==> config.mk <==
export PLATFORM = sky130hd
export DESIGN_NAME = sdctrl_top
export DESIGN_NICKNAME = d
export VERILOG_FILES = /design/src/design/sdctrl_pkg.sv /design/src/design/sd_cmd_if.sv /design/src/design/cmd_line_phy.sv /design/src/design/cmd_req_fifo.sv /design/src/design/sdctrl_top.sv /design/src/design/sdmode_init_seq.sv
export SDC_FILE = /design/constraint.sdc
export NUM_CORES = 1
export LEC_CHECK = 0
export ABC_AREA = 1
export BUFFER_PORTS_ARGS = -buffer_cell sky130_fd_sc_hd__buf_2
export CAP_MARGIN = 20
export CORE_ASPECT_RATIO = 0.75
export CORE_MARGIN = 4
export CORE_UTILIZATION = 45
export CTS_CLUSTER_SIZE = 40
export DETAILED_ROUTE_END_ITERATION = 12
export PLACE_DENSITY_LB_ADDON = 0.12
export SETUP_SLACK_MARGIN = 0.15
export SYNTH_ARGS = -nofsm -noshare
export SYNTH_HDL_FRONTEND = slang
export SYNTH_SLANG_ARGS = --single-unit
==> constraint.sdc <==
create_clock -name i_clk -period 3.8 [get_ports i_clk]
set_input_delay 1.14 -clock i_clk [delete_from_list [all_inputs] [get_ports i_clk]]
set_output_delay 1.14 -clock i_clk [all_outputs]
set_load 0.02 [all_outputs]
==> src/design/sdctrl_pkg.sv <==
package sdctrl_pkg;

// Command indexes as they appear in the 6-bit index field
typedef enum logic [5:0] {
    CMD0   = 6'd0,
    CMD2   = 6'd2,
    CMD3   = 6'd3,
    CMD8   = 6'd8,
    CMD11  = 6'd11,
    ACMD41 = 6'd41,
    CMD55  = 6'd55
} sd_cmd_e;

typedef enum logic [2:0] {
    R_NONE,
    R1,
    R2,
    R3,
    R6,
    R7
} sd_resp_e;

typedef enum logic [1:0] {
    ERR_NONE,
    ERR_NO_RESPONSE,
    ERR_CRC,
    ERR_BAD_INDEX
} sd_err_e;

typedef enum logic [1:0] {
    SDCARD_UNKNOWN,
    SDCARD_VER1X,
    SDCARD_VER2X_SC,
    SDCARD_VER2X_HC
} sd_type_e;

typedef enum logic [3:0] {
    ST_CMD0,
    ST_CMD8,
    ST_CMD55,
    ST_ACMD41,
    ST_CHECK_OCR,
    ST_CMD11,
    ST_CMD2,
    ST_CMD3,
    ST_STBY,
    ST_WAIT
} init_state_e;

// i_clk cycles per serial bit
localparam int SCLK_DIV_SLOW = 8;
localparam int SCLK_DIV_FAST = 2;
// Bit times allowed before the response start bit
localparam int NCR_MAX = 64;
localparam int ACMD41_RETRY_MAX = 8;
// 2.7 V to 3.6 V window of the OCR
localparam logic [23:0] VOLTAGE_WINDOW = 24'hFF8000;

localparam int DIV_W = $clog2(SCLK_DIV_SLOW);
localparam int NCR_W = $clog2(NCR_MAX);
localparam int RETRY_W = $clog2(ACMD41_RETRY_MAX);

// One serial step of CRC7, g(x) = x^7 + x^3 + 1
function automatic logic [6:0] crc7_next(input logic [6:0] crc, input logic din);
    logic fb;
    fb = din ^ crc[6];
    return {crc[5:3], crc[2] ^ fb, crc[1:0], fb};
endfunction

endpackage: sdctrl_pkg

==> src/design/sd_cmd_if.sv <==
// Command request, valid/ready handshake
interface sd_cmd_if import sdctrl_pkg::*; ();

logic valid;
logic ready;
sd_cmd_e cmd;
logic [31:0] arg;
sd_resp_e rn;

modport source (output valid, output cmd, output arg, output rn, input ready);
modport sink (input valid, input cmd, input arg, input rn, output ready);

endinterface: sd_cmd_if

// Command response, single-cycle pulse without back-pressure
interface sd_resp_if import sdctrl_pkg::*; ();

logic valid;
sd_cmd_e cmd;
logic [31:0] arg;
sd_err_e err;

modport source (output valid, output cmd, output arg, output err);
modport sink (input valid, input cmd, input arg, input err);

endinterface: sd_resp_if

==> src/design/cmd_line_phy.sv <==
module cmd_line_phy import sdctrl_pkg::*; (
    input logic i_clk,
    input logic i_nrst,
    input logic i_400khz_ena,
    sd_cmd_if.sink req,
    sd_resp_if.source resp,
    input logic i_cmd,
    output logic o_cmd,
    output logic o_cmd_dir,
    output logic o_sclk
);

typedef enum logic [1:0] {
    P_IDLE,
    P_TX,
    P_NCR,
    P_RX
} phy_state_e;

phy_state_e state;
logic [DIV_W-1:0] div_cnt;
logic [DIV_W-1:0] div_max;
logic [DIV_W-1:0] div_half;
logic div_fast;
logic fall_tick;
logic rise_tick;
logic [5:0] bit_cnt;
logic [NCR_W-1:0] ncr_cnt;
logic [39:0] tx_sr;
logic [6:0] tx_crc;
logic tx_bit;
logic [46:0] rx_sr;
logic [6:0] rx_crc;
logic [47:0] rx_frame;
sd_cmd_e cur_cmd;
sd_resp_e cur_rn;
logic accept;
logic tx_shift;
logic rx_shift;
logic crc_bad;
logic idx_bad;

// Serial clock, low phase first, high phase second
assign div_max = div_fast ? DIV_W'(SCLK_DIV_FAST - 1) : DIV_W'(SCLK_DIV_SLOW - 1);
assign div_half = div_fast ? DIV_W'(SCLK_DIV_FAST / 2 - 1) : DIV_W'(SCLK_DIV_SLOW / 2 - 1);
assign fall_tick = (div_cnt == div_max);
assign rise_tick = (div_cnt == div_half);

assign req.ready = (state == P_IDLE);
assign accept = req.valid && (state == P_IDLE);
assign tx_shift = (state == P_TX) && fall_tick && (bit_cnt != 6'd48);
assign rx_shift = rise_tick && ((state == P_NCR && !i_cmd) || state == P_RX);

// Start and transmission bits, index and argument, then CRC7, then end bit
assign tx_bit = (bit_cnt < 6'd40) ? tx_sr[39] : (bit_cnt < 6'd47) ? tx_crc[6] : 1'b1;

// Complete response frame at the sample of its last bit
assign rx_frame = {rx_sr, i_cmd};
// R3 carries all ones in place of a CRC
assign crc_bad = (cur_rn != R3) && (rx_frame[7:1] != rx_crc);
assign idx_bad = (cur_rn == R2 || cur_rn == R3) ? (rx_frame[45:40] != 6'h3F)
                                                : (rx_frame[45:40] != cur_cmd);

always_ff @(posedge i_clk or negedge i_nrst) begin
    if (!i_nrst) begin
        div_cnt <= '0;
        div_fast <= 1'b0;
        o_sclk <= 1'b0;
    end else if (fall_tick) begin
        div_cnt <= '0;
        o_sclk <= 1'b0;
        // Rate only changes between frames
        if (state == P_IDLE) begin
            div_fast <= ~i_400khz_ena;
        end
    end else begin
        div_cnt <= div_cnt + 1'b1;
        if (rise_tick) begin
            o_sclk <= 1'b1;
        end
    end
end

always_ff @(posedge i_clk or negedge i_nrst) begin
    if (!i_nrst) begin
        state <= P_IDLE;
        bit_cnt <= 6'd0;
        ncr_cnt <= '0;
        o_cmd <= 1'b1;
        o_cmd_dir <= 1'b1;
        resp.valid <= 1'b0;
        resp.cmd <= CMD0;
        resp.arg <= 32'd0;
        resp.err <= ERR_NONE;
    end else begin
        resp.valid <= 1'b0;
        case (state)
        P_IDLE: begin
            if (accept) begin
                state <= P_TX;
                bit_cnt <= 6'd0;
                o_cmd_dir <= 1'b0;
            end
        end
        P_TX: begin
            if (fall_tick) begin
                if (bit_cnt == 6'd48) begin
                    o_cmd <= 1'b1;
                    o_cmd_dir <= 1'b1;
                    ncr_cnt <= '0;
                    if (cur_rn == R_NONE) begin
                        state <= P_IDLE;
                        resp.valid <= 1'b1;
                        resp.cmd <= cur_cmd;
                        resp.arg <= 32'd0;
                        resp.err <= ERR_NONE;
                    end else begin
                        state <= P_NCR;
                    end
                end else begin
                    o_cmd <= tx_bit;
                    bit_cnt <= bit_cnt + 1'b1;
                end
            end
        end
        P_NCR: begin
            if (rise_tick) begin
                if (!i_cmd) begin
                    state <= P_RX;
                    bit_cnt <= 6'd1;
                end else if (ncr_cnt == NCR_W'(NCR_MAX - 1)) begin
                    state <= P_IDLE;
                    resp.valid <= 1'b1;
                    resp.cmd <= cur_cmd;
                    resp.arg <= 32'd0;
                    resp.err <= ERR_NO_RESPONSE;
                end else begin
                    ncr_cnt <= ncr_cnt + 1'b1;
                end
            end
        end
        default: begin
            if (rise_tick) begin
                if (bit_cnt == 6'd47) begin
                    state <= P_IDLE;
                    resp.valid <= 1'b1;
                    resp.cmd <= cur_cmd;
                    resp.arg <= rx_frame[39:8];
                    resp.err <= crc_bad ? ERR_CRC : idx_bad ? ERR_BAD_INDEX : ERR_NONE;
                end else begin
                    bit_cnt <= bit_cnt + 1'b1;
                end
            end
        end
        endcase
    end
end

always_ff @(posedge i_clk) begin
    if (accept) begin
        tx_sr <= {2'b01, req.cmd, req.arg};
        tx_crc <= 7'd0;
        rx_crc <= 7'd0;
        cur_cmd <= req.cmd;
        cur_rn <= req.rn;
    end else if (tx_shift) begin
        if (bit_cnt < 6'd40) begin
            tx_sr <= {tx_sr[38:0], 1'b0};
            tx_crc <= crc7_next(tx_crc, tx_sr[39]);
        end else begin
            tx_crc <= {tx_crc[5:0], 1'b0};
        end
    end
    if (rx_shift) begin
        rx_sr <= {rx_sr[45:0], i_cmd};
        // Start bit is sampled in P_NCR and belongs to the CRC
        if (state == P_NCR || bit_cnt < 6'd40) begin
            rx_crc <= crc7_next(rx_crc, i_cmd);
        end
    end
end

// Host owns the line for the whole frame
a_dir_during_tx: assert property (@(posedge i_clk) disable iff (!i_nrst)
    (state == P_TX) |-> !o_cmd_dir);

endmodule: cmd_line_phy

==> src/design/cmd_req_fifo.sv <==
module cmd_req_fifo import sdctrl_pkg::*; (
    input logic i_clk,
    input logic i_nrst,
    sd_cmd_if.sink wr,
    sd_cmd_if.source rd
);

sd_cmd_e cmd_mem [2];
logic [31:0] arg_mem [2];
sd_resp_e rn_mem [2];
logic wr_ptr;
logic rd_ptr;
logic [1:0] count;
logic push;
logic pop;

assign push = wr.valid && wr.ready;
assign pop = rd.valid && rd.ready;

assign wr.ready = (count != 2'd2);
assign rd.valid = (count != 2'd0);
assign rd.cmd = cmd_mem[rd_ptr];
assign rd.arg = arg_mem[rd_ptr];
assign rd.rn = rn_mem[rd_ptr];

always_ff @(posedge i_clk or negedge i_nrst) begin
    if (!i_nrst) begin
        wr_ptr <= 1'b0;
        rd_ptr <= 1'b0;
        count <= 2'd0;
    end else begin
        if (push) begin
            wr_ptr <= ~wr_ptr;
        end
        if (pop) begin
            rd_ptr <= ~rd_ptr;
        end
        count <= count + {1'b0, push} - {1'b0, pop};
    end
end

always_ff @(posedge i_clk) begin
    if (push) begin
        cmd_mem[wr_ptr] <= wr.cmd;
        arg_mem[wr_ptr] <= wr.arg;
        rn_mem[wr_ptr] <= wr.rn;
    end
end

// A request refused by the full FIFO stays offered unchanged
a_no_overflow: assert property (@(posedge i_clk) disable iff (!i_nrst)
    (wr.valid && !wr.ready) |=> (wr.valid && $stable(wr.cmd) && $stable(wr.arg)
                                 && $stable(wr.rn)));

// Head entry stays put until the phy takes it
a_no_underflow: assert property (@(posedge i_clk) disable iff (!i_nrst)
    (rd.valid && !rd.ready) |=> (rd.valid && $stable(rd.cmd) && $stable(rd.arg)
                                 && $stable(rd.rn)));

endmodule: cmd_req_fifo

==> src/design/sdctrl_top.sv <==
module sdctrl_top import sdctrl_pkg::*; (
    input logic i_clk,
    input logic i_nrst,
    input logic i_cmd,
    input logic [3:0] i_cfg_voltage_supply,
    input logic [7:0] i_cfg_check_pattern,
    output logic o_cmd,
    output logic o_cmd_dir,
    output logic o_sclk,
    output logic [1:0] o_sdtype,
    output logic [15:0] o_rca,
    output logic o_s18,
    output logic o_init_done,
    output logic o_init_err
);

sd_cmd_if seq_req();
sd_cmd_if phy_req();
sd_resp_if cmd_resp();

sd_type_e sdtype;
logic slow_clk_ena;

assign o_sdtype = sdtype;

sdmode_init_seq u_init_seq (
    .i_clk(i_clk),
    .i_nrst(i_nrst),
    .i_cfg_voltage_supply(i_cfg_voltage_supply),
    .i_cfg_check_pattern(i_cfg_check_pattern),
    .req(seq_req.source),
    .resp(cmd_resp.sink),
    .o_sdtype(sdtype),
    .o_rca(o_rca),
    .o_s18(o_s18),
    .o_400khz_ena(slow_clk_ena),
    .o_init_done(o_init_done),
    .o_init_err(o_init_err)
);

cmd_req_fifo u_req_fifo (
    .i_clk(i_clk),
    .i_nrst(i_nrst),
    .wr(seq_req.sink),
    .rd(phy_req.source)
);

cmd_line_phy u_cmd_phy (
    .i_clk(i_clk),
    .i_nrst(i_nrst),
    .i_400khz_ena(slow_clk_ena),
    .req(phy_req.sink),
    .resp(cmd_resp.source),
    .i_cmd(i_cmd),
    .o_cmd(o_cmd),
    .o_cmd_dir(o_cmd_dir),
    .o_sclk(o_sclk)
);

endmodule: sdctrl_top

==> src/design/sdmode_init_seq.sv <==
module sdmode_init_seq import sdctrl_pkg::*; (
    input logic i_clk,
    input logic i_nrst,
    input logic [3:0] i_cfg_voltage_supply,
    input logic [7:0] i_cfg_check_pattern,
    sd_cmd_if.source req,
    sd_resp_if.sink resp,
    output sd_type_e o_sdtype,
    output logic [15:0] o_rca,
    output logic o_s18,
    output logic o_400khz_ena,
    output logic o_init_done,
    output logic o_init_err
);

init_state_e state;
init_state_e next_state;
logic hcs;
// Power-up done, CCS and S18A taken from the last R3
logic [2:0] ocr_bits;
logic [RETRY_W-1:0] retry_cnt;

always_ff @(posedge i_clk or negedge i_nrst) begin
    if (!i_nrst) begin
        state <= ST_CMD0;
        next_state <= ST_CMD0;
        hcs <= 1'b1;
        ocr_bits <= 3'd0;
        retry_cnt <= '0;
        req.valid <= 1'b0;
        req.cmd <= CMD0;
        req.arg <= 32'd0;
        req.rn <= R_NONE;
        o_sdtype <= SDCARD_UNKNOWN;
        o_rca <= 16'd0;
        o_s18 <= 1'b0;
        o_400khz_ena <= 1'b1;
        o_init_done <= 1'b0;
        o_init_err <= 1'b0;
    end else if (!o_init_err) begin
        case (state)
        ST_CMD0: begin
            // GO_IDLE_STATE gets no response
            req.valid <= 1'b1;
            req.cmd <= CMD0;
            req.arg <= 32'd0;
            req.rn <= R_NONE;
            next_state <= ST_CMD8;
            state <= ST_WAIT;
        end
        ST_CMD8: begin
            req.valid <= 1'b1;
            req.cmd <= CMD8;
            req.arg <= {20'd0, i_cfg_voltage_supply, i_cfg_check_pattern};
            req.rn <= R7;
            next_state <= ST_CMD55;
            state <= ST_WAIT;
        end
        ST_CMD55: begin
            req.valid <= 1'b1;
            req.cmd <= CMD55;
            req.arg <= 32'd0;
            req.rn <= R1;
            next_state <= ST_ACMD41;
            state <= ST_WAIT;
        end
        ST_ACMD41: begin
            // HCS in bit 30, S18R in bit 24
            req.valid <= 1'b1;
            req.cmd <= ACMD41;
            req.arg <= {1'b0, hcs, 5'd0, 1'b1, VOLTAGE_WINDOW};
            req.rn <= R3;
            next_state <= ST_CHECK_OCR;
            state <= ST_WAIT;
        end
        ST_CHECK_OCR: begin
            if (!ocr_bits[2]) begin
                // Card still busy with power-up
                if (retry_cnt == RETRY_W'(ACMD41_RETRY_MAX - 1)) begin
                    o_init_err <= 1'b1;
                end else begin
                    retry_cnt <= retry_cnt + 1'b1;
                    state <= ST_CMD55;
                end
            end else begin
                if (ocr_bits[1]) begin
                    o_sdtype <= SDCARD_VER2X_HC;
                end else if (o_sdtype != SDCARD_VER1X) begin
                    o_sdtype <= SDCARD_VER2X_SC;
                end
                o_s18 <= ocr_bits[0];
                state <= ocr_bits[0] ? ST_CMD11 : ST_CMD2;
            end
        end
        ST_CMD11: begin
            req.valid <= 1'b1;
            req.cmd <= CMD11;
            req.arg <= 32'd0;
            req.rn <= R1;
            next_state <= ST_CMD2;
            state <= ST_WAIT;
        end
        ST_CMD2: begin
            req.valid <= 1'b1;
            req.cmd <= CMD2;
            req.arg <= 32'd0;
            req.rn <= R2;
            next_state <= ST_CMD3;
            state <= ST_WAIT;
        end
        ST_CMD3: begin
            req.valid <= 1'b1;
            req.cmd <= CMD3;
            req.arg <= 32'd0;
            req.rn <= R6;
            next_state <= ST_STBY;
            state <= ST_WAIT;
        end
        ST_WAIT: begin
            if (req.valid && req.ready) begin
                req.valid <= 1'b0;
            end
            if (resp.valid) begin
                state <= next_state;
                case (req.cmd)
                CMD8: begin
                    // Silent card is a version 1.x card, no high capacity
                    if (resp.err == ERR_NO_RESPONSE) begin
                        o_sdtype <= SDCARD_VER1X;
                        hcs <= 1'b0;
                    end
                end
                ACMD41: begin
                    if (resp.err == ERR_NONE) begin
                        ocr_bits <= {resp.arg[31:30], resp.arg[24]};
                    end else begin
                        ocr_bits <= 3'd0;
                    end
                end
                CMD2: begin
                    if (resp.err != ERR_NONE) begin
                        o_init_err <= 1'b1;
                    end
                end
                CMD3: begin
                    if (resp.err != ERR_NONE) begin
                        o_init_err <= 1'b1;
                    end else begin
                        o_rca <= resp.arg[31:16];
                        o_init_done <= 1'b1;
                        o_400khz_ena <= 1'b0;
                    end
                end
                default: begin
                end
                endcase
            end
        end
        default: begin
            // Standby, nothing more to issue
        end
        endcase
    end
end

// Only one command in flight, a new request follows the previous response
a_one_outstanding: assert property (@(posedge i_clk) disable iff (!i_nrst)
    ($rose(req.valid) && req.cmd != CMD0) |-> ($past(resp.valid, 2) || $past(resp.valid, 3)));

endmodule: sdmode_init_seq

Word-level counts from Yosys, hierarchy flattened --
Memory sizes are Yosys's and may differ from the RTL's. A register that Yosys moved wholly into a read port is not among the register bits. Cells that the tools add are included.
Cells by class: add/subtract/negate cells 6, order comparisons 2, eq/ne operators 50, mux-type cells 101, bitwise logic cells 12, reductions and logical operators 56
Operators by type and width (count):
- $mux 32 | 8
- $pmux 32 s3 | 2
- $mux 38 | 3
- $mux 6 | 12
- $mux 2 | 27
- $pmux 6 s7 | 1
- $pmux 4 s7 | 1
- $mux 1 | 26
- $eq 6x6->1 const B | 4
- $mux 7 | 3
- $reduce_and 7->1 | 3
- $reduce_bool 2->1 | 10
- $ne 2x2->1 const B | 9
- $pmux 3 s6 | 1
- $pmux 6 s3 | 1
- $eq 4x3->1 const B | 4
- $mux 4 | 4
- $ne 2x1->1 const B | 8
- $reduce_and 4->1 | 4
- $reduce_and 2->1 | 7
- $add 6x1->6 const B | 2
- $eq 6x2->1 const B | 2
- $lt 6x6->1 const B | 2
- $ne 6x6->1 const B | 2
- 44 further kinds | 81
Word-level totals: bits in registers 244, memory bits (writable) 82, logic and storage cells 265, memories 3
Memories:
- u_req_fifo.arg_mem | depth 2, width 32, read ports 1, clocked after memory_dff 0, wr ports 1, RTL line cmd_req_fifo.sv:9 | logic [31:0] arg_mem [2];
- u_req_fifo.cmd_mem | depth 2, width 6, read ports 1, clocked after memory_dff 0, wr ports 1, RTL line cmd_req_fifo.sv:8 | sd_cmd_e cmd_mem [2];
- u_req_fifo.rn_mem | depth 2, width 3, read ports 1, clocked after memory_dff 1, wr ports 1, RTL line cmd_req_fifo.sv:10 | sd_resp_e rn_mem [2];

Longest topological paths before layout --
Gate-level depths: netlist of run 1.
depth after elaboration 8, gate-level depth with buffers 12

By module --
From an unflattened synthesis of run 1, not the netlist that was laid out.
Second synthesis, totals: cells, all modules 1293, area total of the unflattened synthesis 13311.5 sq um
By module, submodules not included:
- cmd_line_phy | times used 1, cells each 709, area an instance 7154.4 sq um, sequential area each 4636.9 sq um
- cmd_req_fifo | times used 1, cells each 246, area an instance 3276.9 sq um, sequential area each 2562.5 sq um
- sdmode_init_seq | times used 1, cells each 338, area an instance 2880.3 sq um, sequential area each 1503.9 sq um

Worst setup path after synthesis of run 1 --
OpenSTA, ideal clock, no wires.
path type in2reg, start in i_cmd, end reg u_cmd_phy.rx_crc[3], library setup time 0.122 ns, arrival 4.170 ns, required time 3.678 ns, path slack -0.493 ns, stages on the path 7, cell sequence nor2_1 -> nor2_1 -> nor2_1 -> o21ai_1 -> buf_2 -> nand3_1 -> o21ai_0
Between the ends: longest elaborated chain between the ends 5, elaborated cells on any way between the ends 8, those cells by class mux: 2; bitwise: 2; reduce/logical: 4
RTL lines:
- start: declaration | RTL line sdctrl_top.sv:4 | input logic i_cmd,
- $logic_not 1->1 | RTL line cmd_line_phy.sv:52 | assign rx_shift = rise_tick && ((state == P_NCR && !i_cmd) || state == P_RX);
- $logic_and 1x1->1 | RTL line cmd_line_phy.sv:52
- $logic_or 1x1->1 | RTL line cmd_line_phy.sv:52
- $logic_and 1x1->1 | RTL line cmd_line_phy.sv:52
- named net u_cmd_phy.rx_shift | RTL line cmd_line_phy.sv:39 | logic rx_shift;
- $mux 7 | RTL line cmd_line_phy.sv:174 | if (rx_shift) begin
- end signal: assignment | RTL line cmd_line_phy.sv:178 | rx_crc <= crc7_next(rx_crc, i_cmd);
- end: declaration | RTL line cmd_line_phy.sv:33 | logic [6:0] rx_crc;
The timed path passes the listed nets, and every way through them passes these cells. A chain may end at the register's enable or synchronous reset.

Worst setup path in the final report of run 1 --
start reg u_cmd_phy.state[0], end reg u_cmd_phy.rx_sr[31] (enable)
Between the ends: longest elaborated chain between the ends 4, elaborated cells on any way between the ends 5, those cells by class eq/ne: 2; reduce/logical: 3
RTL lines:
- start: declaration | RTL line cmd_line_phy.sv:20 | phy_state_e state;
- start signal: assignment | RTL line cmd_line_phy.sv:86 | state <= P_IDLE;
- start signal: assignment | RTL line cmd_line_phy.sv:100 | state <= P_TX;
- start signal: assignment | RTL line cmd_line_phy.sv:112 | state <= P_IDLE;
- $eq 2x2->1 | RTL line cmd_line_phy.sv:52
- $logic_and 1x1->1 | RTL line cmd_line_phy.sv:52
- $logic_or 1x1->1 (*) | RTL line cmd_line_phy.sv:52
- $logic_and 1x1->1 (*) | RTL line cmd_line_phy.sv:52
- named net u_cmd_phy.rx_shift | RTL line cmd_line_phy.sv:39
- end signal: assignment | RTL line cmd_line_phy.sv:175 | rx_sr <= {rx_sr[45:0], i_cmd};
- end: declaration | RTL line cmd_line_phy.sv:32 | logic [46:0] rx_sr;
Mark *: on every way through the listed nets, which the timed path passes. The rest lies on a longest branch.

==> out/qor.csv, run 1 <==
metric,value,unit
Final Util,52.8,%
CP max stage delay,470,ps
GP Congestion,0.825,
DR vias/cell,4.90,
clock latency on the worst-skew pair,530,ps
CTS Sinks,255,
fin crit share,66.2,%
mapped cell area,10400,um2
Gate power share,0.7,%
Worst Hold Class,reg2reg,
Peak VDD IR,0.000373,V
Syn Area/Cell,10.6,um2
WL/cell,14.8,um
die area,25700,um2
Place WS,1110,ps
CTS resizes,0,
synthesized net count,1015,
placed cell count,1301,
Tmin final,2520,ps
die width,184,um
first-pass GRT wire length,33500,um
relative slew slack,39.7,%
layout filler cell count,1995,
CTS tree,done,
most frequent cells in the layout,"299 x nand2_1, 135 x edfxtp_1, 100 x dfrtp_1",
library cells used by synthesis,50,
Leak,5.20,nW
Setup CP Type,reg2reg,
switching part of the total power,19.6,%
H-tree Lvls,1,
Clock power frac,47.3,%
Critical-path top delay cell,buf_4,
final wirelength,19900,um
critical-path cell list,inv_1 -> ha_1 -> inv_1 -> nor2_1 -> nor2_1 -> nor2_4 -> buf_4,
row count,47,
layout cell share with drive strength beyond 1,12.3,%
Bufs and invs on worst path,3,
"CP delay by family, top",buffers and inverters,
Die Ht,140,um
All-Layer GR Usage,15.8,%
initial antenna violation count,0,
Synth warnings,0,
diodes inserted,0,
Clock Skew,9.40,ps
Final WS setup,1280,ps
Final Instance Area,11800,um2
gr ovfl total,0,
Post-Synth Adder-Cell Area,1.56,%
initial core utilization,46.5,%
RSZ-0062 raised after global routing,false,
sequential fraction of the synthesis area,67.0,%
multiplexer share of the synthesized area,0.324,%
WP data arrival,2680,ps
initial DRC count,447,
"most common cell after layout, fill and taps aside",nand2_1,
post-route setup TNS,0,ps
Post-synth EDFFs,135,
Final Total Pwr,5.55,mW
Clk Tree Root Cell,clkbuf_16,
Vias,6611,
CTS Buf Count,26,
asr flop ratio synth,40.8,%
hold slack,420,ps
endpoints failing hold,0,
largest family of logic cells by synthesized area,simple AND/OR/NAND/NOR gates,
GRT Max-Usage Layer,met1,
Synth Area in Compound Gates,6.39,%
Crit. End Element,register,
Worst Path Required,3970,ps
Post-Synth Simple-Gate Area,18.2,%
Pwr Density,469,nW/um2
met2 usage,21.2,%
outcome,finished clean,
critical path peak fanout,45,
part of the power in registers,52.0,%
Post-DP HPWL,12600,um
max-slew violation count,0,
remaining antenna violation count after routing,0,
max_cap viols,0,
Mapped Cells,987,
ys flop type,edfxtp_1,
fmax,397,MHz
worst slew pin tran,904,ps
hold_buf cts,0,
Seq cells post-synth,255,
DR DRC count,0,
Non-Filler Instances,1349,
met3 usage,2.79,%
setup repair bufs after CTS,0,
Core Area,22400,um2
total iterations of the first detailed-routing run,5,
XOR/XNOR Fraction of Synth Area,1.51,%
vias in the first global route,6385,
nets,1063,
final setup vio count,0,
NetSw,1.09,mW
dpl cell area,10900,um2
Worst-path clk slew,60,ps
Area Overhead vs Synth,13.7,%
internal power,4.46,mW
I/O pins,39,
port bufs,38,
largest net degree at the start of global routing,65,
met1 Usage GRT,26.8,%
Startpoint Class,register,
CTS Buffer Depth,3,
[final cells by class]
type                       instances  area, um2  share of cell area, %
sequential                       255       6980                   59.0
inverter                          95        358                   3.02
tap                              294        368                   3.11
timing repair buffer              50        295                   2.49
clock inverter                    10        131                   1.11
clock buffer                      38        777                   6.56
multi-input combinational        607       2930                   24.7
[path summary, 6_finish.rpt]
kind                            cells past startpoint                             endpoint  slack [ps]                      startpoint
worst max-delay path                                7        u_cmd_phy.rx_sr[31]$_DFFE_PP_        1280  u_cmd_phy.state[0]$_DFFE_PN0P_
worst min-delay path                                0        u_cmd_phy.rx_sr[16]$_DFFE_PP_         420   u_cmd_phy.rx_sr[15]$_DFFE_PP_
worst max register to register                      7        u_cmd_phy.rx_sr[31]$_DFFE_PP_        1280  u_cmd_phy.state[0]$_DFFE_PN0P_
worst min register to register                      0        u_cmd_phy.rx_sr[16]$_DFFE_PP_         420   u_cmd_phy.rx_sr[15]$_DFFE_PP_
max in group asynchronous                           2  u_init_seq.o_400khz_ena$_DFFE_PN1P_        2240                          i_nrst
min in group asynchronous                           1    u_init_seq.req.arg[0]$_DFFE_PN0P_         730                          i_nrst
[routing by layer]
| metal | wire length, um | up-vias | share of wire [%] |
|---|---|---|---|
| li1 | - | 3356 | - |
| met2 | 7810 | 99 | 39 |
| met5 | 0 | - | 0 |
| met1 | 11100 | 3132 | 56 |
| met4 | 302 | 0 | 1.5 |
| met3 | 746 | 24 | 3.7 |
[worst register-to-register path, delay by kind of cell (launching register included)]
kind,cells,cell delay [ps]
AND/OR/NAND/NOR,3,510
adder cells (fa/ha/maj),1,400
flip-flops,1,430
buffers and inverters,3,780
[flip-flops by register name, indices dropped and copies added (netlist names), 6 cells and up]
signal	cells
u_cmd_phy.ncr_cnt	6
u_cmd_phy.tx_sr	40
u_cmd_phy.rx_sr	45
u_cmd_phy.rx_crc	7
u_cmd_phy.resp.arg	16
u_req_fifo.cmd_mem	10
u_req_fifo.arg_mem	28
u_cmd_phy.bit_cnt	6
u_cmd_phy.tx_crc	7
u_init_seq.o_rca	16
u_req_fifo.rn_mem	6
u_init_seq.req.arg	14
[power groups by stage]
stage / Sequential (mW) / Combinational (mW) / Clock (mW)
2_1_floorplan: 2.94 / 0.00313 / 0
3_3_place_gp: 2.94 / 0.0390 / 0
3_5_place_dp: 2.94 / 0.0393 / 0
4_1_cts: 2.89 / 0.0395 / 2.70
5_1_grt: 2.89 / 0.0439 / 2.81
6_report: 2.89 / 0.0367 / 2.62
[synthesized netlist by cell type, types with 12 or more instances]
library cell	count	area share, %
buf_2	12	0.58
a31oi_1	19	1.1
inv_1	89	3.2
a21oi_1	12	0.58
nand2_1	299	11
edfxtp_1	135	39
nor2_1	85	3.1
ha_1	13	1.6
dfxtp_1	16	3.1
nand3_1	32	1.5
dfrtp_1	100	24
o21ai_0	47	2.3
o21ai_1	23	1.1
[kinds of logic (layout without fill, tap and decap cells)]
kind of cell | after synthesis | after routing
multiplexers | 3 | 3
AND/OR/NAND/NOR | 455 | 455
buffers and inverters | 125 | 193
XOR/XNOR | 18 | 18
AO/OA/AOI/OAI | 118 | 118
adder cells (fa/ha/maj) | 13 | 13
flip-flops | 255 | 255
(Power assumes the default switching activity.)
==> run 2, diff against run 1 <==
Clock period 3.8 ns to 2.2 ns, I/O delays scaled along.
==> run 2 against run 1 <==
Power grew 73%. Final cell count rose by 0.96%. Critical path depth down 6. Sequential power increased by 73%. Clock-buffer cell count shrank 5. Largest cell class unchanged. Clock power up 73%. Die area stayed put. Largest power group unchanged.
==> out/qor.csv, run 2 (same netlist as run 1, synthesis figures left out) <==
metric,value,unit,change
Crit path depth,1,,-6
Post-DP HPWL,13100,um,+4.5%
max-slew violation count,0,,unchanged
Vias,6642,,+0.47%
Tmin final,1940,ps,
dpl cell area,11100,um2,+1.6%
die area,25700,um2,unchanged
GP Congestion,0.846,,+2.6%
Clock Skew,19.9,ps,+10.5 ps
fmax,515,MHz,
initial DRC count,428,,-4.3%
"CP delay by family, top",flip-flops,,
Place WS,187,ps,-927 ps
final wirelength,20000,um,+0.42%
Setup CP Type,reg2out,,
gr ovfl total,0,,unchanged
Reg-to-Reg Start,u_cmd_phy.state[0]$_DFFE_PN0P_,,
"most common cell after layout, fill and taps aside",nand2_1,,
most frequent cells in the layout,"297 x nand2_1, 135 x edfxtp_1, 98 x dfrtp_1",,
die width,184,um,unchanged
critical-path cell list,buf_2,,
layout cell share with drive strength beyond 1,14.8,%,+2.5 points
WP data arrival,1280,ps,-1400 ps
vias in the first global route,6397,,+0.19%
CTS Buffer Depth,3,,unchanged
Critical-path top delay cell,dfrtp_1,,
Crit. End Element,output port,,
DR vias/cell,4.88,,-0.49%
largest net degree at the start of global routing,39,,-40%
r2r worst-path depth,9,,+2
Startpoint Class,register,,
Final WS setup,257,ps,-1030 ps
hold slack,75.8,ps,-344 ps
metal2 WL,7760,um,-0.59%
Multi-input gate area,2980,um2,+1.8%
Final Total Pwr,9.58,mW,+73%
Worst Hold Class,in2async,,
first-pass GRT wire length,33800,um,+0.84%
FF-to-FF End,u_cmd_phy.bit_cnt[1]$_DFFE_PN0P_,,
Peak VDD IR,0.000615,V,+65%
Die Ht,140,um,unchanged
fin crit share,88.3,%,
largest registers,"u_cmd_phy.rx_sr x45, u_cmd_phy.tx_sr x40, u_req_fifo.arg_mem x28",,
max reg flops,45,,unchanged
clock latency on the worst-skew pair,540,ps,about the same
CTS tree,done,,
hold_buf cts,0,,unchanged
I/O pins,39,,unchanged
endpoints failing hold,0,,unchanged
CTS Sinks,255,,unchanged
Final Util,53.8,%,+0.91 points
nets,1077,,+1.3%
WL met1,11100,um,+0.51%
Pwr Density,796,nW/um2,+70%
Clk Tree Root Cell,clkbuf_16,,
All-Layer GR Usage,15.8,%,about the same
layout filler cell count,1957,,-1.9%
CTS Buf Count,25,,-3.8%
max_cap viols,0,,unchanged
post-route setup TNS,0,ps,unchanged
initial antenna violation count,0,,unchanged
flop-to-flop setup slack,300,ps,-980 ps
port bufs,38,,unchanged
placed cell count,1314,,+1.0%
outcome,finished clean,,
Bufs and invs on worst path,1,,-2
Non-Filler Instances,1362,,+0.96%
Worst-path clk slew,60,ps,about the same
worst slew pin tran,567,ps,-338 ps
relative slew slack,61.9,%,+22 points
met3 WL,746,um,unchanged
final setup vio count,0,,unchanged
initial core utilization,46.5,%,unchanged
Area Overhead vs Synth,15.6,%,
row count,47,,unchanged
H-tree Lvls,1,,unchanged
DR DRC count,0,,unchanged
Final Instance Area,12000,um2,+1.7%
Worst Path Required,1540,ps,-2430 ps
remaining antenna violation count after routing,0,,unchanged
critical path peak fanout,7,,-84%
register area,6980,um2,about the same
CP max stage delay,520,ps,+50 ps
Core Area,22400,um2,unchanged
total iterations of the first detailed-routing run,5,,unchanged
RSZ-0062 raised after global routing,true,,
DR top layer,met4,,
Top reg by flops,u_cmd_phy.rx_sr,,
WL/cell,14.7,um,-0.54%
diodes inserted,0,,unchanged
Leak,5.28,nW,+1.4%
## run 2: where the power goes
group	total (mW)	switching, mW	internal, mW
combinational	0.0684	0.0485	0.0199
sequential	4.99	0	4.99
clock	4.53	1.84	2.69
total	9.58	1.88	7.70
## run 2: worst max-delay path by stage
| stage | startpoint | end | slack, ps |
|---|---|---|---|
| final | u_init_seq.o_init_err$_DFF_PN0_ | o_init_err | 260 |
| after global routing | u_cmd_phy.state[0]$_DFFE_PN0P_ | u_cmd_phy.resp.arg[27]$_DFFE_PN0P_ | 140 |
| after CTS | u_cmd_phy.state[0]$_DFFE_PN0P_ | u_cmd_phy.tx_sr[16]$_DFFE_PP_ | 160 |
| after detailed placement | u_cmd_phy.state[0]$_DFFE_PN0P_ | u_cmd_phy.tx_sr[17]$_DFFE_PP_ | 190 |
| after global placement | u_cmd_phy.state[0]$_DFFE_PN0P_ | u_cmd_phy.tx_sr[24]$_DFFE_PP_ | 250 |
| after floorplan | u_cmd_phy.state[0]$_DFFE_PN0P_ | u_cmd_phy.rx_crc[3]$_DFF_P_ | 50 |
## run 2: per-layer routing
metal | up-vias | track usage (%)
met5 | - | 0
met4 | 0 | 3.03
met3 | 33 | 2.84
met2 | 107 | 21.1
met1 | 3122 | 26.8
li1 | 3380 | -
## run 2: layout make-up
class	count	share of cell area, %
timing repair buffer	65	3.83
multi-input combinational	607	24.7
clock buffer	33	6.03
sequential	255	58.0
clock inverter	13	1.36
inverter	95	2.99
tap	294	3.05
## run 2: what timing repair did
item / in CTS / in global routing
setup endpoints to repair: 0 / 106
setup buffers: 0 / 2
gates resized for setup: 0 / 5
==> run 3, diff against run 2 <==
==> constraint.sdc (replaced) <==
create_clock -name i_clk -period 2.2 [get_ports i_clk]
set_input_delay 0.33 -clock i_clk [delete_from_list [all_inputs] [get_ports i_clk]]
set_output_delay 0.33 -clock i_clk [all_outputs]
set_load 0.02 [all_outputs]
==> run 3 against run 2 <==
Non-clock buffer count unchanged. Core utilization increased by 0.16 points. Cell area increased by 0.29%. Sequential power hardly changed. Routed wire length hardly changed. Clock power grew 3%. Fmax up 1.8%. Power grew 1.5%. Global-route usage up 0.14 points. Final cell count up 0.22%. Worst setup slack improved by 34 ps. Critical endpoint is now u_cmd_phy.rx_sr[37]$_DFFE_PP_. Largest power group unchanged. Highest routed layer unchanged.
==> out/qor.csv, run 3 (same netlist as run 1, synthesis figures left out) <==
metric,value,unit,change
Worst-path clk slew,60,ps,about the same
Startpoint Class,register,,
fin crit share,86.8,%,-1.6 points
layout cell share with drive strength beyond 1,14.7,%,-0.12 points
I/O pins,39,,unchanged
nets,1078,,+0.093%
max-slew violation count,0,,unchanged
vias in the first global route,6450,,+0.83%
Tmin final,1910,ps,-34.4 ps
Area Overhead vs Synth,16.0,%,
Die Ht,140,um,unchanged
Pwr Density,806,nW/um2,+1.2%
CTS tree,done,,
Top reg by flops,u_cmd_phy.rx_sr,,
"most common cell after layout, fill and taps aside",nand2_1,,
outcome,finished clean,,
post-route setup TNS,0,ps,unchanged
max reg flops,45,,unchanged
port bufs,38,,unchanged
WP data arrival,2120,ps,+840 ps
gr ovfl total,0,,unchanged
relative slew slack,60.2,%,-1.7 points
CTS Buf Count,26,,+4.0%
Leak,5.28,nW,about the same
CTS Sinks,255,,unchanged
clock latency on the worst-skew pair,530,ps,about the same
initial antenna violation count,0,,unchanged
endpoints failing hold,0,,unchanged
Clock Skew,9.69,ps,-10.2 ps
Peak VDD IR,0.000519,V,-16%
initial DRC count,356,,-17%
H-tree Lvls,1,,unchanged
placed cell count,1311,,-0.23%
worst slew pin tran,592,ps,+25.3 ps
CTS Buffer Depth,3,,unchanged
DR vias/cell,4.87,,about the same
first-pass GRT wire length,33700,um,-0.35%
Setup CP Type,reg2reg,,
largest registers,"u_cmd_phy.rx_sr x45, u_cmd_phy.tx_sr x40, u_req_fifo.arg_mem x28",,
remaining antenna violation count after routing,0,,unchanged
most frequent cells in the layout,"297 x nand2_1, 135 x edfxtp_1, 98 x dfrtp_1",,
Crit. End Element,register,,
Worst Hold Class,in2reg,,
largest net degree at the start of global routing,56,,+44%
Final Total Pwr,9.73,mW,+1.5%
die area,25700,um2,unchanged
initial core utilization,46.5,%,unchanged
final setup vio count,0,,unchanged
All-Layer GR Usage,16.0,%,+0.14 points
row count,47,,unchanged
RSZ-0062 raised after global routing,false,,
GP Congestion,0.814,,-3.8%
DR DRC count,0,,unchanged
Clk Tree Root Cell,clkbuf_16,,
final wirelength,20000,um,about the same
total iterations of the first detailed-routing run,6,,+1
Worst Path Required,2410,ps,+870 ps
WL/cell,14.7,um,-0.13%
die width,184,um,unchanged
Non-Filler Instances,1365,,+0.22%
fmax,524,MHz,+1.8%
Vias,6652,,+0.15%
Post-DP HPWL,12900,um,-1.9%
Core Area,22400,um2,unchanged
max_cap viols,0,,unchanged
critical path peak fanout,20,,+13
[run 3: cell types whose count changed in the layout (fill, tap and decap cells not counted), moves of 2 or more]
cell | previous run | this run
clkbuf_16 | 25 | 29
clkinvlp_4 | 2 | 6
clkbuf_8 | 7 | 4
clkinv_2 | 5 | 2
clkbuf_1 | 1 | 3
[run 3: worst paths after layout]
path	startpoint	to	slack [ps]	cells past startpoint
worst min-delay path	i_cfg_check_pattern[7]	u_init_seq.req.arg[7]$_DFFE_PN0P_	30	3
worst max-delay path	u_cmd_phy.state[0]$_DFFE_PN0P_	u_cmd_phy.rx_sr[37]$_DFFE_PP_	290	7
min in group asynchronous	i_nrst	u_init_seq.req.arg[8]$_DFFE_PN0P_	240	2
worst max register to register	u_cmd_phy.state[0]$_DFFE_PN0P_	u_cmd_phy.rx_sr[37]$_DFFE_PP_	290	7
max in group asynchronous	i_nrst	u_cmd_phy.resp.arg[30]$_DFFE_PN0P_	1250	3
worst min register to register	u_cmd_phy.rx_sr[21]$_DFFE_PP_	u_cmd_phy.rx_sr[22]$_DFFE_PP_	420	0
[run 3: layout make-up]
class	instances	area [um2]
fillers	1963	10300
flip-flops and latches	255	6980
multi-input cells	607	2980
clock buffers	36	792
repair buffers	65	452
well taps	294	368
inverters	95	360
clock inverters	12	144
diodes	1	2.50
[run 3: metrics by stage]
| step | instance area, um2 | hold WS [ps] | setup WS (ps) | util (%) |
|---|---|---|---|---|
| after CTS | 12000 | 10.5 | 240 | 53.7 |
| final | 12100 | 30.7 | 291 | 53.9 |
| after floorplan | 10500 | 34.4 | 47.2 | - |
| after detailed placement | 11100 | 252 | 256 | 49.5 |
| after global placement | 11100 | 252 | 300 | 49.5 |
| after global routing | 12100 | 22.6 | 155 | 53.9 |
[run 3: timing repair]
action / 4_1_cts / 5_1_grt
hold endpoints to repair: 17 / 0
gates resized for setup: 0 / 4
setup buffers: 0 / 4
setup endpoints to repair: 0 / 50
hold buffers: 1 / 0
[run 3: power breakdown]
part | internal, mW | switching [mW] | leakage, nW
clock network | 2.78 | 1.90 | 0.438
registers | 4.99 | 0 | 2.62
logic | 0.0187 | 0.0494 | 2.22
total | 7.78 | 1.95 | 5.28
[run 3: per-layer routing]
metal / vias to the layer above / GRT usage, % / routed length [um]
li1: 3389 / - / -
met1: 3136 / 26.9 / 11100
met2: 102 / 21.4 / 7760
met3: 25 / 3.00 / 897
met4: 0 / 3.03 / 303
met5: - / 0 / 0
[run 3: critical path, cell delays in order (launching register included)]
cell and delay (ps):
dfrtp_2 440, inv_2 110, ha_4 250, inv_4 70, nor2_4 170, nor2_2 70
nor2_4 160, buf_4 310
